===== src/rtl/csr_pkg.sv =====
package csr_pkg;

  // ~~~~~~~~~~~~~~~~~~~~~~~~~~~~~~~~~~~~~~~~~~~~~~~~
  // widths and sizes.
  // ~~~~~~~~~~~~~~~~~~~~~~~~~~~~~~~~~~~~~~~~~~~~~~~~
  localparam int XLEN       = 32;
  localparam int CSR_ADDR_W = 12;

  // queue entries, also the credits the sender starts with.
  localparam int CMD_DEPTH = 4;
  localparam int CMD_PTR_W = $clog2(CMD_DEPTH);
  localparam int CMD_CNT_W = $clog2(CMD_DEPTH + 1);

  // mode field of mtvec, two low bits.
  localparam logic [1:0] MTVEC_MODE_VECTORED = 2'd1;

  // ~~~~~~~~~~~~~~~~~~~~~~~~~~~~~~~~~~~~~~~~~~~~~~~~
  // encodings.
  // ~~~~~~~~~~~~~~~~~~~~~~~~~~~~~~~~~~~~~~~~~~~~~~~~

  // funct3 codes of the csr instructions.
  typedef enum logic [2:0] {
    CSR_OP_ZERO  = 3'd0,
    CSR_OP_RW    = 3'd1,
    CSR_OP_RS    = 3'd2,
    CSR_OP_RC    = 3'd3,
    CSR_OP_ZEROI = 3'd4,
    CSR_OP_RWI   = 3'd5,
    CSR_OP_RSI   = 3'd6,
    CSR_OP_RCI   = 3'd7
  } csr_op_e;

  // implemented machine-mode addresses.
  typedef enum logic [CSR_ADDR_W-1:0] {
    CSR_MIE      = 12'h304,
    CSR_MTVEC    = 12'h305,
    CSR_MSCRATCH = 12'h340,
    CSR_MEPC     = 12'h341,
    CSR_MCAUSE   = 12'h342
  } csr_addr_e;

endpackage


===== src/rtl/csr_cmd_queue.sv =====
module csr_cmd_queue (
  input  logic                                clk_i,
  input  logic                                rst_i,
  input  logic                                cmd_valid_i,
  input  csr_pkg::csr_op_e                    cmd_op_i,
  input  logic [csr_pkg::CSR_ADDR_W-1:0]      cmd_addr_i,
  input  logic [csr_pkg::XLEN-1:0]            cmd_rs1_i,
  input  logic [csr_pkg::XLEN-1:0]            cmd_imm_i,
  input  logic                                cmd_we_i,
  output logic                                req_o,
  output csr_pkg::csr_op_e                    op_o,
  output logic [csr_pkg::CSR_ADDR_W-1:0]      addr_o,
  output logic [csr_pkg::XLEN-1:0]            rs1_o,
  output logic [csr_pkg::XLEN-1:0]            imm_o,
  output logic                                we_o,
  input  logic                                gnt_i,
  input  logic [csr_pkg::XLEN-1:0]            rdata_i,
  output logic                                resp_valid_o,
  output logic [csr_pkg::XLEN-1:0]            resp_data_o,
  output logic                                cmd_credit_o
);

  csr_pkg::csr_op_e                   op_mem   [csr_pkg::CMD_DEPTH];
  logic [csr_pkg::CSR_ADDR_W-1:0]     addr_mem [csr_pkg::CMD_DEPTH];
  logic [csr_pkg::XLEN-1:0]           rs1_mem  [csr_pkg::CMD_DEPTH];
  logic [csr_pkg::XLEN-1:0]           imm_mem  [csr_pkg::CMD_DEPTH];
  logic                               we_mem   [csr_pkg::CMD_DEPTH];

  logic [csr_pkg::CMD_PTR_W-1:0] wr_ptr_q;
  logic [csr_pkg::CMD_PTR_W-1:0] rd_ptr_q;
  logic [csr_pkg::CMD_CNT_W-1:0] count_q;
  logic                          push;
  logic                          pop;
  logic                          resp_valid_q;
  logic [csr_pkg::XLEN-1:0]      resp_data_q;

  // the sender only pushes while it holds a credit, so no full check here.
  assign push  = cmd_valid_i;
  assign req_o = (count_q != '0);
  assign pop   = gnt_i & req_o;

  always_ff @(posedge clk_i) begin
    if (push) begin
      op_mem[wr_ptr_q]   <= cmd_op_i;
      addr_mem[wr_ptr_q] <= cmd_addr_i;
      rs1_mem[wr_ptr_q]  <= cmd_rs1_i;
      imm_mem[wr_ptr_q]  <= cmd_imm_i;
      we_mem[wr_ptr_q]   <= cmd_we_i;
    end
  end

  always_ff @(posedge clk_i) begin
    if (rst_i) begin
      wr_ptr_q <= '0;
      rd_ptr_q <= '0;
      count_q  <= '0;
    end else begin
      if (push) begin
        wr_ptr_q <= wr_ptr_q + 1'b1;
      end
      if (pop) begin
        rd_ptr_q <= rd_ptr_q + 1'b1;
      end
      case ({push, pop})
        2'b10:   count_q <= count_q + 1'b1;
        2'b01:   count_q <= count_q - 1'b1;
        default: count_q <= count_q;
      endcase
    end
  end

  // head of the fifo.
  assign op_o   = op_mem[rd_ptr_q];
  assign addr_o = addr_mem[rd_ptr_q];
  assign rs1_o  = rs1_mem[rd_ptr_q];
  assign imm_o  = imm_mem[rd_ptr_q];
  assign we_o   = we_mem[rd_ptr_q];

  // response stage, one cycle after the grant.
  always_ff @(posedge clk_i) begin
    if (rst_i) begin
      resp_valid_q <= 1'b0;
    end else begin
      resp_valid_q <= pop;
    end
  end

  always_ff @(posedge clk_i) begin
    if (pop) begin
      resp_data_q <= rdata_i;
    end
  end

  assign resp_valid_o = resp_valid_q;
  assign resp_data_o  = resp_data_q;
  // one credit back per entry that leaves.
  assign cmd_credit_o = resp_valid_q;

endmodule


===== src/rtl/csr_controller.sv =====
module csr_controller (
  input  logic                              clk_i,
  input  logic                              rst_i,
  input  logic                              trap_i,
  input  csr_pkg::csr_op_e                  opcode_i,
  input  logic [csr_pkg::CSR_ADDR_W-1:0]    addr_i,
  input  logic [csr_pkg::XLEN-1:0]          pc_i,
  input  logic [csr_pkg::XLEN-1:0]          mcause_i,
  input  logic [csr_pkg::XLEN-1:0]          rs1_data_i,
  input  logic [csr_pkg::XLEN-1:0]          imm_data_i,
  input  logic                              write_enable_i,
  output logic [csr_pkg::XLEN-1:0]          read_data_o,
  output logic [csr_pkg::XLEN-1:0]          mie_o,
  output logic [csr_pkg::XLEN-1:0]          mepc_o,
  output logic [csr_pkg::XLEN-1:0]          mtvec_o
);

  logic [csr_pkg::XLEN-1:0] mie_q;
  logic [csr_pkg::XLEN-1:0] mtvec_q;
  logic [csr_pkg::XLEN-1:0] mscratch_q;
  logic [csr_pkg::XLEN-1:0] mepc_q;
  logic [csr_pkg::XLEN-1:0] mcause_q;
  logic [csr_pkg::XLEN-1:0] old_val;
  logic [csr_pkg::XLEN-1:0] new_val;
  logic                     wr_mie;
  logic                     wr_mtvec;
  logic                     wr_mscratch;
  logic                     wr_mepc;
  logic                     wr_mcause;

  // ~~~~~~~~~~~~~~~~~~~~~~~~~~~~~~~~~~~~~~~~~~~~~~~~
  // read mux and operation decode.
  // ~~~~~~~~~~~~~~~~~~~~~~~~~~~~~~~~~~~~~~~~~~~~~~~~

  // unimplemented addresses read zero.
  always_comb begin
    case (addr_i)
      csr_pkg::CSR_MIE:      old_val = mie_q;
      csr_pkg::CSR_MTVEC:    old_val = mtvec_q;
      csr_pkg::CSR_MSCRATCH: old_val = mscratch_q;
      csr_pkg::CSR_MEPC:     old_val = mepc_q;
      csr_pkg::CSR_MCAUSE:   old_val = mcause_q;
      default:               old_val = '0;
    endcase
  end

  // codes 0 and 4 clear the register.
  always_comb begin
    case (opcode_i)
      csr_pkg::CSR_OP_RW:  new_val = rs1_data_i;
      csr_pkg::CSR_OP_RS:  new_val = old_val | rs1_data_i;
      csr_pkg::CSR_OP_RC:  new_val = old_val & ~rs1_data_i;
      csr_pkg::CSR_OP_RWI: new_val = imm_data_i;
      csr_pkg::CSR_OP_RSI: new_val = old_val | imm_data_i;
      csr_pkg::CSR_OP_RCI: new_val = old_val & ~imm_data_i;
      default:             new_val = '0;
    endcase
  end

  assign wr_mie      = write_enable_i && (addr_i == csr_pkg::CSR_MIE);
  assign wr_mtvec    = write_enable_i && (addr_i == csr_pkg::CSR_MTVEC);
  assign wr_mscratch = write_enable_i && (addr_i == csr_pkg::CSR_MSCRATCH);
  assign wr_mepc     = write_enable_i && (addr_i == csr_pkg::CSR_MEPC);
  assign wr_mcause   = write_enable_i && (addr_i == csr_pkg::CSR_MCAUSE);

  // ~~~~~~~~~~~~~~~~~~~~~~~~~~~~~~~~~~~~~~~~~~~~~~~~
  // registers.
  // ~~~~~~~~~~~~~~~~~~~~~~~~~~~~~~~~~~~~~~~~~~~~~~~~

  always_ff @(posedge clk_i) begin
    if (rst_i) begin
      mie_q      <= '0;
      mtvec_q    <= '0;
      mscratch_q <= '0;
    end else begin
      if (wr_mie) begin
        mie_q <= new_val;
      end
      if (wr_mtvec) begin
        mtvec_q <= new_val;
      end
      if (wr_mscratch) begin
        mscratch_q <= new_val;
      end
    end
  end

  // trap capture wins over a software write.
  always_ff @(posedge clk_i) begin
    if (rst_i) begin
      mepc_q   <= '0;
      mcause_q <= '0;
    end else if (trap_i) begin
      mepc_q   <= pc_i;
      mcause_q <= mcause_i;
    end else begin
      if (wr_mepc) begin
        mepc_q <= new_val;
      end
      if (wr_mcause) begin
        mcause_q <= new_val;
      end
    end
  end

  assign read_data_o = old_val;
  assign mie_o       = mie_q;
  assign mepc_o      = mepc_q;
  assign mtvec_o     = mtvec_q;

endmodule


===== src/rtl/csr_port_arbiter.sv =====
module csr_port_arbiter (
  input  logic                              t_req_i,
  input  logic [csr_pkg::XLEN-1:0]          t_pc_i,
  input  logic [csr_pkg::XLEN-1:0]          t_cause_i,
  input  logic                              q_req_i,
  input  csr_pkg::csr_op_e                  q_op_i,
  input  logic [csr_pkg::CSR_ADDR_W-1:0]    q_addr_i,
  input  logic [csr_pkg::XLEN-1:0]          q_rs1_i,
  input  logic [csr_pkg::XLEN-1:0]          q_imm_i,
  input  logic                              q_we_i,
  output logic                              t_gnt_o,
  output logic                              q_gnt_o,
  output csr_pkg::csr_op_e                  op_o,
  output logic [csr_pkg::CSR_ADDR_W-1:0]    addr_o,
  output logic [csr_pkg::XLEN-1:0]          rs1_o,
  output logic [csr_pkg::XLEN-1:0]          imm_o,
  output logic                              we_o,
  output logic                              trap_o,
  output logic [csr_pkg::XLEN-1:0]          pc_o,
  output logic [csr_pkg::XLEN-1:0]          cause_o
);

  // trap always wins.
  assign t_gnt_o = t_req_i;
  assign q_gnt_o = q_req_i & ~t_req_i;

  always_comb begin
    op_o    = csr_pkg::CSR_OP_ZERO;
    addr_o  = '0;
    rs1_o   = '0;
    imm_o   = '0;
    we_o    = 1'b0;
    trap_o  = 1'b0;
    pc_o    = '0;
    cause_o = '0;
    if (t_gnt_o) begin
      trap_o  = 1'b1;
      pc_o    = t_pc_i;
      cause_o = t_cause_i;
    end else if (q_gnt_o) begin
      op_o   = q_op_i;
      addr_o = q_addr_i;
      rs1_o  = q_rs1_i;
      imm_o  = q_imm_i;
      we_o   = q_we_i;
    end
  end

endmodule


===== src/rtl/csr_subsystem.sv =====
module csr_subsystem (
  input  logic                              clk_i,
  input  logic                              rst_i,
  input  logic                              cmd_valid_i,
  input  csr_pkg::csr_op_e                  cmd_op_i,
  input  logic [csr_pkg::CSR_ADDR_W-1:0]    cmd_addr_i,
  input  logic [csr_pkg::XLEN-1:0]          cmd_rs1_i,
  input  logic [csr_pkg::XLEN-1:0]          cmd_imm_i,
  input  logic                              cmd_we_i,
  output logic                              cmd_credit_o,
  input  logic                              trap_i,
  input  logic [csr_pkg::XLEN-1:0]          trap_pc_i,
  input  logic [csr_pkg::XLEN-1:0]          trap_cause_i,
  output logic                              trap_busy_o,
  output logic                              resp_valid_o,
  output logic [csr_pkg::XLEN-1:0]          resp_data_o,
  output logic                              redirect_valid_o,
  output logic [csr_pkg::XLEN-1:0]          redirect_pc_o,
  output logic [csr_pkg::XLEN-1:0]          mie_o,
  output logic [csr_pkg::XLEN-1:0]          mepc_o,
  output logic [csr_pkg::XLEN-1:0]          mtvec_o
);

  // queue side.
  logic                            q_req;
  logic                            q_gnt;
  csr_pkg::csr_op_e                q_op;
  logic [csr_pkg::CSR_ADDR_W-1:0]  q_addr;
  logic [csr_pkg::XLEN-1:0]        q_rs1;
  logic [csr_pkg::XLEN-1:0]        q_imm;
  logic                            q_we;

  // trap side.
  logic                            t_req;
  logic                            t_gnt;
  logic [csr_pkg::XLEN-1:0]        t_pc;
  logic [csr_pkg::XLEN-1:0]        t_cause;

  // shared port into the csr file.
  csr_pkg::csr_op_e                csr_op;
  logic [csr_pkg::CSR_ADDR_W-1:0]  csr_addr;
  logic [csr_pkg::XLEN-1:0]        csr_rs1;
  logic [csr_pkg::XLEN-1:0]        csr_imm;
  logic                            csr_we;
  logic                            csr_trap;
  logic [csr_pkg::XLEN-1:0]        csr_pc;
  logic [csr_pkg::XLEN-1:0]        csr_cause;
  logic [csr_pkg::XLEN-1:0]        csr_rdata;

  // ~~~~~~~~~~~~~~~~~~~~~~~~~~~~~~~~~~~~~~~~~~~~~~~~
  // requesters.
  // ~~~~~~~~~~~~~~~~~~~~~~~~~~~~~~~~~~~~~~~~~~~~~~~~

  csr_cmd_queue u_cmd_queue (
    .clk_i        (clk_i),
    .rst_i        (rst_i),
    .cmd_valid_i  (cmd_valid_i),
    .cmd_op_i     (cmd_op_i),
    .cmd_addr_i   (cmd_addr_i),
    .cmd_rs1_i    (cmd_rs1_i),
    .cmd_imm_i    (cmd_imm_i),
    .cmd_we_i     (cmd_we_i),
    .req_o        (q_req),
    .op_o         (q_op),
    .addr_o       (q_addr),
    .rs1_o        (q_rs1),
    .imm_o        (q_imm),
    .we_o         (q_we),
    .gnt_i        (q_gnt),
    .rdata_i      (csr_rdata),
    .resp_valid_o (resp_valid_o),
    .resp_data_o  (resp_data_o),
    .cmd_credit_o (cmd_credit_o)
  );

  csr_trap_sequencer u_trap_seq (
    .clk_i            (clk_i),
    .rst_i            (rst_i),
    .trap_i           (trap_i),
    .trap_pc_i        (trap_pc_i),
    .trap_cause_i     (trap_cause_i),
    .mtvec_i          (mtvec_o),
    .req_o            (t_req),
    .pc_o             (t_pc),
    .cause_o          (t_cause),
    .gnt_i            (t_gnt),
    .busy_o           (trap_busy_o),
    .redirect_valid_o (redirect_valid_o),
    .redirect_pc_o    (redirect_pc_o)
  );

  // ~~~~~~~~~~~~~~~~~~~~~~~~~~~~~~~~~~~~~~~~~~~~~~~~
  // arbitration and csr file.
  // ~~~~~~~~~~~~~~~~~~~~~~~~~~~~~~~~~~~~~~~~~~~~~~~~

  csr_port_arbiter u_arbiter (
    .t_req_i   (t_req),
    .t_pc_i    (t_pc),
    .t_cause_i (t_cause),
    .q_req_i   (q_req),
    .q_op_i    (q_op),
    .q_addr_i  (q_addr),
    .q_rs1_i   (q_rs1),
    .q_imm_i   (q_imm),
    .q_we_i    (q_we),
    .t_gnt_o   (t_gnt),
    .q_gnt_o   (q_gnt),
    .op_o      (csr_op),
    .addr_o    (csr_addr),
    .rs1_o     (csr_rs1),
    .imm_o     (csr_imm),
    .we_o      (csr_we),
    .trap_o    (csr_trap),
    .pc_o      (csr_pc),
    .cause_o   (csr_cause)
  );

  csr_controller u_csr (
    .clk_i          (clk_i),
    .rst_i          (rst_i),
    .trap_i         (csr_trap),
    .opcode_i       (csr_op),
    .addr_i         (csr_addr),
    .pc_i           (csr_pc),
    .mcause_i       (csr_cause),
    .rs1_data_i     (csr_rs1),
    .imm_data_i     (csr_imm),
    .write_enable_i (csr_we),
    .read_data_o    (csr_rdata),
    .mie_o          (mie_o),
    .mepc_o         (mepc_o),
    .mtvec_o        (mtvec_o)
  );

endmodule


===== src/rtl/csr_trap_sequencer.sv =====
module csr_trap_sequencer (
  input  logic                       clk_i,
  input  logic                       rst_i,
  input  logic                       trap_i,
  input  logic [csr_pkg::XLEN-1:0]   trap_pc_i,
  input  logic [csr_pkg::XLEN-1:0]   trap_cause_i,
  input  logic [csr_pkg::XLEN-1:0]   mtvec_i,
  output logic                       req_o,
  output logic [csr_pkg::XLEN-1:0]   pc_o,
  output logic [csr_pkg::XLEN-1:0]   cause_o,
  input  logic                       gnt_i,
  output logic                       busy_o,
  output logic                       redirect_valid_o,
  output logic [csr_pkg::XLEN-1:0]   redirect_pc_o
);

  typedef enum logic {
    TRAP_IDLE,
    TRAP_PENDING
  } trap_state_e;

  trap_state_e                state_q;
  logic [csr_pkg::XLEN-1:0]   pc_q;
  logic [csr_pkg::XLEN-1:0]   cause_q;
  logic [csr_pkg::XLEN-1:0]   target;
  logic                       redirect_valid_q;
  logic [csr_pkg::XLEN-1:0]   redirect_pc_q;

  always_ff @(posedge clk_i) begin
    if (rst_i) begin
      state_q <= TRAP_IDLE;
    end else begin
      case (state_q)
        TRAP_IDLE:    if (trap_i) state_q <= TRAP_PENDING;
        TRAP_PENDING: if (gnt_i) state_q <= TRAP_IDLE;
        default:      state_q <= TRAP_IDLE;
      endcase
    end
  end

  always_ff @(posedge clk_i) begin
    if (trap_i && state_q == TRAP_IDLE) begin
      pc_q    <= trap_pc_i;
      cause_q <= trap_cause_i;
    end
  end

  assign req_o   = (state_q == TRAP_PENDING);
  assign busy_o  = req_o;
  assign pc_o    = pc_q;
  assign cause_o = cause_q;

  // base with mode bits cleared, plus 4*cause for vectored interrupts.
  always_comb begin
    target = {mtvec_i[csr_pkg::XLEN-1:2], 2'b00};
    if (mtvec_i[1:0] == csr_pkg::MTVEC_MODE_VECTORED && cause_q[csr_pkg::XLEN-1]) begin
      target = target + {cause_q[csr_pkg::XLEN-3:0], 2'b00};
    end
  end

  always_ff @(posedge clk_i) begin
    if (rst_i) begin
      redirect_valid_q <= 1'b0;
    end else begin
      redirect_valid_q <= gnt_i & req_o;
    end
  end

  always_ff @(posedge clk_i) begin
    if (gnt_i && req_o) begin
      redirect_pc_q <= target;
    end
  end

  assign redirect_valid_o = redirect_valid_q;
  assign redirect_pc_o    = redirect_pc_q;

endmodule

===== config.mk =====
export PLATFORM = sky130hd
export DESIGN_NAME = csr_subsystem
export DESIGN_NICKNAME = d
export VERILOG_FILES = /design/src/rtl/csr_pkg.sv /design/src/rtl/csr_cmd_queue.sv /design/src/rtl/csr_controller.sv /design/src/rtl/csr_port_arbiter.sv /design/src/rtl/csr_subsystem.sv /design/src/rtl/csr_trap_sequencer.sv
export SDC_FILE = /design/constraint.sdc
export NUM_CORES = 1
export LEC_CHECK = 0
export BUFFER_PORTS_ARGS = -buffer_cell sky130_fd_sc_hd__buf_2
export CAP_MARGIN = 20
export CORE_MARGIN = 2
export CORE_UTILIZATION = 45
export DETAILED_ROUTE_END_ITERATION = 16
export PLACE_DENSITY = 0.65
export SETUP_SLACK_MARGIN = 0.3
export SYNTH_ARGS = -nofsm -noshare
export SYNTH_HDL_FRONTEND = slang
export SYNTH_SLANG_ARGS = --single-unit

===== constraint.sdc =====
create_clock -name clk_i -period 9.38 [get_ports clk_i]
set_input_delay 2.814 -clock clk_i [delete_from_list [all_inputs] [get_ports clk_i]]
set_output_delay 2.814 -clock clk_i [all_outputs]
set_load 0.03 [all_outputs]

==> out/summary.log, run 1 <==
INFO  run_status     status=finished clean
INFO  placed_design  hpwl=48390µm
INFO  worst_setup_path timing.critical_path.cells=buf_4 -> mux4_2 -> nand2b_1 -> or4_2 -> buf_4 -> nor2_1 -> buf_4 -> nand3_1 -> nor2_1 -> a31oi_1 -> a21oi_1
INFO  die            io-pin-count=312
INFO  timing         report.final.setup_viol=0
INFO  die            initial_utilization=45.77%
INFO  cts            root_buffer=clkbuf_16
INFO  worst_setup_path cpLargestDelayFamily=simple AND/OR/NAND/NOR gates
INFO  global_routing pin_count_of_the_biggest_net_entering_global_routing=98
INFO  cts            numClockSinks=618
INFO  worst_setup_path worstSetupPathType=flip-flop to flip-flop
INFO  placed_design  area_post_placement=28150µm²
INFO  timing         final.min_clock_period=4.562ns
INFO  synthesis      compound_gate_fraction_of_synth_area=14.25%
INFO  global_routing first_pass_grt_wire_length=106900µm
INFO  final_layout   mostFrequentLayoutCell=edfxtp_1
INFO  global_routing antenna_found_initial=18
INFO  synthesis      ys_warn_count=0
INFO  pwr            cellLeakagePower=10.38nW
INFO  timing         fin_tns_setup=0ns
INFO  cts            cts_tree=built
INFO  final_layout   layout.nets=2339
INFO  synthesis      synth-adder-area-share=1.797%
INFO  timing         fmax=0.2192GHz
INFO  timing         finalWorstSetupSlack=4.818ns
INFO  die            placement_row_count=87
INFO  min_path       holdCritPathClass=flip-flop to flip-flop
INFO  synthesis      post_synth_simple_gate_area=6.622%
INFO  worst_setup_path max_stage_delay=0.71ns
INFO  cts            cts-resized-gates=0
INFO  worst_setup_path reg2reg_slack=4.82ns
INFO  cts            cts.path.max_buffers=3
INFO  pwr            finalPower=7.269mW
INFO  synthesis      synth_top_family_by_area=compound AO/OA/AOI/OAI gates
INFO  timing         finalMaxSlewViolations=0
INFO  pwr            power_density=240.2nW/µm²
INFO  worst_setup_path crit_path_top_delay_cell=buf_4
INFO  synthesis      seq_area_frac_synth=64.99%
INFO  die            floorplan.die.width=243.9µm
INFO  timing         final_min_period_over_clock_period=48.64%
INFO  worst_setup_path cp_num_buf_inv=3
INFO  synthesis      yosys_register_bits=618
INFO  placed_design  routabilityCongestion=0.9028
INFO  routing        drt-vias-per-instance=5.858
INFO  timing         worst_pin_slew=1.106ns
INFO  final_layout   fillCellCount=4712
INFO  routing        detail_route.wl_per_cell=24.37µm
INFO  global_routing gr-total-overflow=0
INFO  synthesis      synth.lib_cells_used.distinct=66
INFO  routing        drt_first_pass_iters=7
INFO  timing         rsz0062_at_grt=no
INFO  final_layout   postLayoutCoreUtil=53.46%
INFO  global_routing track_usage=23.95%
INFO  timing         clock-skew-final=0.02030ns
INFO  cts            tritoncts_buffers=66
INFO  synthesis      synth_xor_xnor_area_share=0.8790%
INFO  routing        drc_errors=0
INFO  global_routing grt_pass1_vias=16.78k
INFO  cts            post_cts_setup_buffers=0
INFO  synthesis      synth-main-ff-cell=edfxtp_1
INFO  worst_setup_path arrival=5.09ns
INFO  worst_setup_path timing.critical_path.from_type=flip-flop
INFO  worst_setup_path critical_path.endpoint_type=flip-flop
INFO  pwr            irDropWorstVdd=162.1µV
INFO  placed_design  dpl_worst_slack=4.202ns
INFO  cts            cts.hold.buffers_added=0
INFO  synthesis      synth_async_sr_flop_share=0%
INFO  final_layout   layout.cells.most_common_list=edfxtp_1, buf_2, nor2_1
INFO  die            die_y=243.9µm
INFO  synthesis      synth_edf_count=446
INFO  synthesis      postSynthCellCount=1867
INFO  cts            clock_latency=0.61ns
INFO  final_layout   post_route_cells_drive_above_1_share=27.12%
INFO  synthesis      share_of_synthesized_area_spent_on_multiplexers=8.211%
INFO  timing         hold_viol=0
INFO  cts            cts.htree.levels=3
INFO  routing        via_count=17.36k
INFO  placed_design  port-buffer-count=309
INFO  synthesis      synth_area_per_cell=13.88µm²
INFO  cts            worst_setup_hold_path_clk_slew=0.06ns
INFO  final_layout   layout-area-overhead-vs-synth=16.81%
INFO  timing         timing.slew.headroom=25.89%
INFO  routing        detail_route.wirelength=72250µm
INFO  routing        antenna_violating_nets_post_route=0
INFO  die            dieArea=59500µm²
INFO  die            core_region_area=56600µm²
INFO  final_layout   finalInstanceArea=30260µm²
INFO  routing        dr.first_iter.drc_count=1892
INFO  worst_setup_path critical_path.max_fanout=60
INFO  synthesis      area_of_the_mapped_netlist=25910µm²
INFO  flow_run       drv_cap=0
INFO  worst_setup_path path_common_cell=buf_4
INFO  worst_setup_path cp.required=9.91ns
## layout make-up
class	instances	area [µm²]	share of cell area, %
clock inverters	28	286.5	0.9468
flip-flops and latches	618	16850	55.67
diodes	3	7.507	0.02481
multi-input cells	1049	8293	27.40
clock buffers	90	1792	5.921
repair buffers	339	1785	5.900
well taps	756	945.9	3.126
inverters	81	304.0	1.005
## through the flow
| step | hold WS (ns) | cells |
|---|---|---|
| after global placement | 0.4658 | 2841 |
| after global routing | 0.5164 | 2962 |
| after CTS | 0.4933 | 2959 |
| final | 0.4899 | 2964 |
| after floorplan | 0.4588 | 1868 |
| after detailed placement | 0.4836 | 2841 |
## path summary, 6_finish.rpt
check	start	endpoint	cells after the start
hold / removal	u_cmd_queue.count_q[2]	u_cmd_queue.count_q[2]	2
hold reg to reg	u_cmd_queue.count_q[2]	u_cmd_queue.count_q[2]	2
setup reg to reg	flip-flop	u_csr.mcause_q[1]	11
setup / recovery	flip-flop	u_csr.mcause_q[1]	11
## power breakdown
group          internal [mW]  switching [mW]  leakage (nW)
clock network           1.44            1.08          1.02
registers               3.13           0.142          5.56
logic                  0.515           0.962          3.81
total                   5.09            2.18          10.4
## routing by layer
| layer | part of all wire, % | vias up | track usage, % |
|---|---|---|---|
| met1 | 42 | 8573 | 33.43 |
| met4 | 2.7 | 22 | 6.761 |
| met2 | 45 | 760 | 36.90 |
| met3 | 9.4 | 147 | 6.541 |
| met5 | 0.17 | - | 0 |
| li1 | - | 7862 | - |
## Yosys cell counts (20+ instances only)
master | instances | area share (%)
nor2_1 | 211 | 3.1
o21ai_0 | 54 | 1.0
a211o_1 | 26 | 0.88
mux2_2 | 24 | 1.0
nand2_1 | 92 | 1.3
o221ai_2 | 22 | 1.3
inv_1 | 81 | 1.2
clkbuf_1 | 87 | 1.3
ha_1 | 34 | 1.6
a222oi_1 | 42 | 1.6
mux4_2 | 74 | 6.4
dfxtp_1 | 172 | 13
a22oi_1 | 48 | 1.4
a31oi_1 | 20 | 0.48
a21oi_1 | 102 | 2.0
a211oi_1 | 102 | 3.0
edfxtp_1 | 446 | 52
## worst register-to-register path, cell delays in order (launching register included)
cell	delay [ns]
dfxtp_4	0.52
buf_4	0.72
mux4_2	0.45
nand2b_1	0.24
or4_2	0.64
buf_4	0.33
nor2_1	0.30
buf_4	0.26
nand3_1	0.52
nor2_1	0.26
a31oi_1	0.07
a21oi_1	0.18
## registers in the layout, summed over array words and instances (netlist names), 4 cells and up, named ones only
name / count
u_cmd_queue.imm_mem: 128
u_cmd_queue.rs1_mem: 128
u_cmd_queue.addr_mem: 48
u_cmd_queue.resp_data_o: 32
u_csr.mcause_q: 32
u_csr.mepc_o: 32
u_csr.mie_o: 32
u_csr.mscratch_q: 32
u_csr.mtvec_o: 32
u_trap_seq.cause_o: 32
u_trap_seq.pc_o: 32
u_trap_seq.redirect_pc_o: 30
u_cmd_queue.op_mem: 12
u_cmd_queue.we_mem: 4
## cell families after synthesis
group,count (synthesis)
other cells,1
compound gates,490
flops,618
xor+xnor,26
buf+inv,201
fa+ha+maj,36
simple gates,378
mux,117
Note: power is estimated with default switching activity, not from simulation.
==> inputs of run 2 (changes only) <==
==> constraint.sdc (replaced) <==
create_clock -name clk_i -period 4.25 [get_ports clk_i]
set_input_delay 1.275 -clock clk_i [delete_from_list [all_inputs] [get_ports clk_i]]
set_output_delay 1.275 -clock clk_i [all_outputs]
set_load 0.03 [all_outputs]
==> out/summary.log, run 2 (synthesis gave the netlist of run 1 again) <==
INFO  run_status     status=finished clean
INFO  timing         final_min_period_over_clock_period=87.49% [+39 points]
INFO  worst_setup_path worstReg2RegStart=u_csr.mtvec_o[2]
INFO  die            die_y=243.9µm [unchanged]
INFO  flow_run       drv_cap=0 [unchanged]
INFO  worst_setup_path cp_num_buf_inv=2 [-1]
INFO  cts            cts.hold.buffers_added=0 [unchanged]
INFO  timing         rsz0062_at_grt=no
INFO  min_path       min-delay-start=u_csr.mscratch_q[7]
INFO  final_layout   layout-area-overhead-vs-synth=18.83%
INFO  global_routing first_pass_grt_wire_length=110400µm [+3.3%]
INFO  worst_setup_path crit_path_top_delay_cell=dfxtp_1
INFO  timing         finalMaxSlewViolations=0 [unchanged]
INFO  global_routing grt_pass1_vias=17.03k [+1.5%]
INFO  cts            cts.path.max_buffers=3 [unchanged]
INFO  worst_setup_path arrival=4.01ns [-1.08 ns]
INFO  timing         report.final.setup_viol=0 [unchanged]
INFO  worst_setup_path timing.critical_path.from_type=flip-flop
INFO  global_routing pin_count_of_the_biggest_net_entering_global_routing=126 [+29%]
INFO  timing         clock-skew-final=0.01750ns [-0.002802 ns]
INFO  global_routing gr-total-overflow=0 [unchanged]
INFO  pwr            power_density=530.3nW/µm² [+120%]
INFO  timing         worst_pin_slew=0.9082ns [-0.1975 ns]
INFO  timing         fin_tns_setup=0ns [unchanged]
INFO  worst_setup_path critical_path.max_fanout=5 [-92%]
INFO  placed_design  hpwl=50690µm [+4.7%]
INFO  worst_setup_path number_of_cells_on_the_worst_reg_to_reg_path=13 [+2]
INFO  die            io-pin-count=312 [unchanged]
INFO  worst_setup_path path_common_cell=o31a_1
INFO  routing        dr.first_iter.drc_count=2105 [+11%]
INFO  routing        drt_first_pass_iters=9 [+2]
INFO  pwr            irDropWorstVdd=291.0µV [+79%]
INFO  worst_setup_path total_stage_count_of_the_critical_path=13 [+2]
INFO  die            initial_utilization=45.77% [unchanged]
INFO  timing         final.min_clock_period=3.718ns [-0.8437 ns]
INFO  worst_setup_path worst_setup_path_startpoint=u_csr.mtvec_o[2]
INFO  final_layout   fillCellCount=4697 [-0.32%]
INFO  final_layout   post_route_cells_drive_above_1_share=28.91% [+1.8 points]
INFO  final_layout   layout.nets=2380 [+1.8%]
INFO  worst_setup_path critical_path.endpoint_type=flip-flop
INFO  placed_design  routabilityCongestion=0.9005 [-0.25%]
INFO  cts            numClockSinks=618 [unchanged]
INFO  die            floorplan.die.width=243.9µm [unchanged]
INFO  worst_setup_path cp.required=4.54ns [-5.37 ns]
INFO  timing         fmax=0.2689GHz [+23%]
INFO  final_layout   largest_registers_in_the_final_layout=u_cmd_queue.imm_mem: 128 flops, u_cmd_queue.rs1_mem: 128 flops, u_cmd_queue.addr_mem: 48 flops
INFO  cts            root_buffer=clkbuf_16
INFO  die            core_region_area=56600µm² [unchanged]
INFO  timing         timing.slew.headroom=39.27% [+13 points]
INFO  cts            clock_latency=0.60ns [about the same]
INFO  min_path       timing.hold.worst_path_depth=2 [unchanged]
INFO  final_layout   layout.cells.most_common_list=edfxtp_1, buf_2, nor2_1
INFO  global_routing track_usage=24.93% [+0.98 points]
INFO  worst_setup_path timing.critical_path.cells=ha_1 -> inv_1 -> fa_1 -> nor2b_1 -> o31a_1 -> o311a_1 -> a21oi_1 -> buf_4 -> o31a_1 -> o21ai_0 -> a311oi_1 -> mux2i_1 -> o311ai_0
INFO  routing        detail_route.wl_per_cell=24.98µm [+2.5%]
INFO  final_layout   postLayoutCoreUtil=54.39% [+0.92 points]
INFO  routing        detail_route.wirelength=75200µm [+4.1%]
INFO  cts            cts_tree=built
INFO  pwr            cellLeakagePower=10.66nW [+2.7%]
INFO  die            placement_row_count=87 [unchanged]
INFO  placed_design  port-buffer-count=309 [unchanged]
INFO  cts            tritoncts_buffers=67 [+1.5%]
INFO  worst_setup_path worstSetupPathType=flip-flop to flip-flop
INFO  min_path       holdCritPathClass=flip-flop to flip-flop
INFO  timing         hold_viol=0 [unchanged]
INFO  routing        drc_errors=0 [unchanged]
INFO  cts            worst_setup_hold_path_clk_slew=0.06ns [about the same]
INFO  routing        drt-vias-per-instance=5.901 [+0.73%]
INFO  cts            cts-resized-gates=0 [unchanged]
INFO  worst_setup_path max_stage_delay=0.47ns [-0.24 ns]
INFO  routing        via_count=17.76k [+2.3%]
INFO  die            dieArea=59500µm² [unchanged]
INFO  cts            post_cts_setup_buffers=0 [unchanged]
INFO  global_routing antenna_found_initial=24 [+6]
INFO  routing        antenna_violating_nets_post_route=0 [unchanged]
INFO  final_layout   mostFrequentLayoutCell=edfxtp_1
INFO  cts            cts.htree.levels=3 [unchanged]
INFO  worst_setup_path cpLargestDelayFamily=compound AO/OA/AOI/OAI gates
-- run 2: cell types whose count changed in the layout (fill, tap and decap cells not counted), sizes merged --
cell,change
buf,+40
inv,-1
diode,+6
clkinvlp,+3
bufinv,+1
clkbuf,-3
-- run 2: worst min-delay path, cell delays in order (launching register included) --
cell and delay, ns:
dfxtp_1 0.31, nor2_1 0.10, a211oi_1 0.05
-- run 2: path summary, 6_finish.rpt --
| path | endpoint | slack (ns) |
|---|---|---|
| setup reg to reg | u_trap_seq.redirect_pc_o[30] | 0.53 |
| hold reg to reg | u_csr.mscratch_q[7] | 0.50 |
| setup / recovery | u_trap_seq.redirect_pc_o[30] | 0.53 |
| hold / removal | u_csr.mscratch_q[7] | 0.50 |
-- run 2: routing by layer --
metal | up-vias | GRT usage, % | part of all wire [%]
met5 | - | 0 | 0.18
met4 | 20 | 7.999 | 3.1
met3 | 164 | 7.803 | 11
met2 | 894 | 37.28 | 45
met1 | 8746 | 34.74 | 41
li1 | 7939 | - | -
-- run 2: metrics by stage --
step / total power, mW / area [µm²] / setup slack (ns) / hold slack, ns / instances
after floorplan: 9.471 / 25910 / 0.6650 / 0.4588 / 1868
final: 16.32 / 30780 / 0.5317 / 0.5011 / 3010
after detailed placement: 10.75 / 28610 / 0.6032 / 0.4877 / 2883
after global placement: 10.72 / 28610 / 0.7135 / 0.4757 / 2883
after global routing: 16.91 / 30770 / 0.3457 / 0.5164 / 3004
after CTS: 16.43 / 30760 / 0.5786 / 0.4976 / 3001
-- run 2: area by class of cell --
class / instances / area, µm² / share of cell area (%)
Antenna cell: 9 / 22.52 / 0.07316
Tap cell: 756 / 945.9 / 3.073
Timing Repair Buffer: 379 / 2225 / 7.226
Clock buffer: 87 / 1846 / 5.995
Clock inverter: 31 / 301.5 / 0.9795
Inverter: 81 / 304.0 / 0.9876
Sequential cell: 618 / 16850 / 54.73
Multi-Input combinational cell: 1049 / 8293 / 26.94
-- run 2: power breakdown --
group	internal (mW)	leakage (nW)	switching (mW)	total [mW]
Sequential	6.91	5.56	0.258	7.17
Combinational	1.24	4.05	2.22	3.46
Clock	3.33	1.06	2.36	5.69
Total	11.5	10.7	4.85	16.3
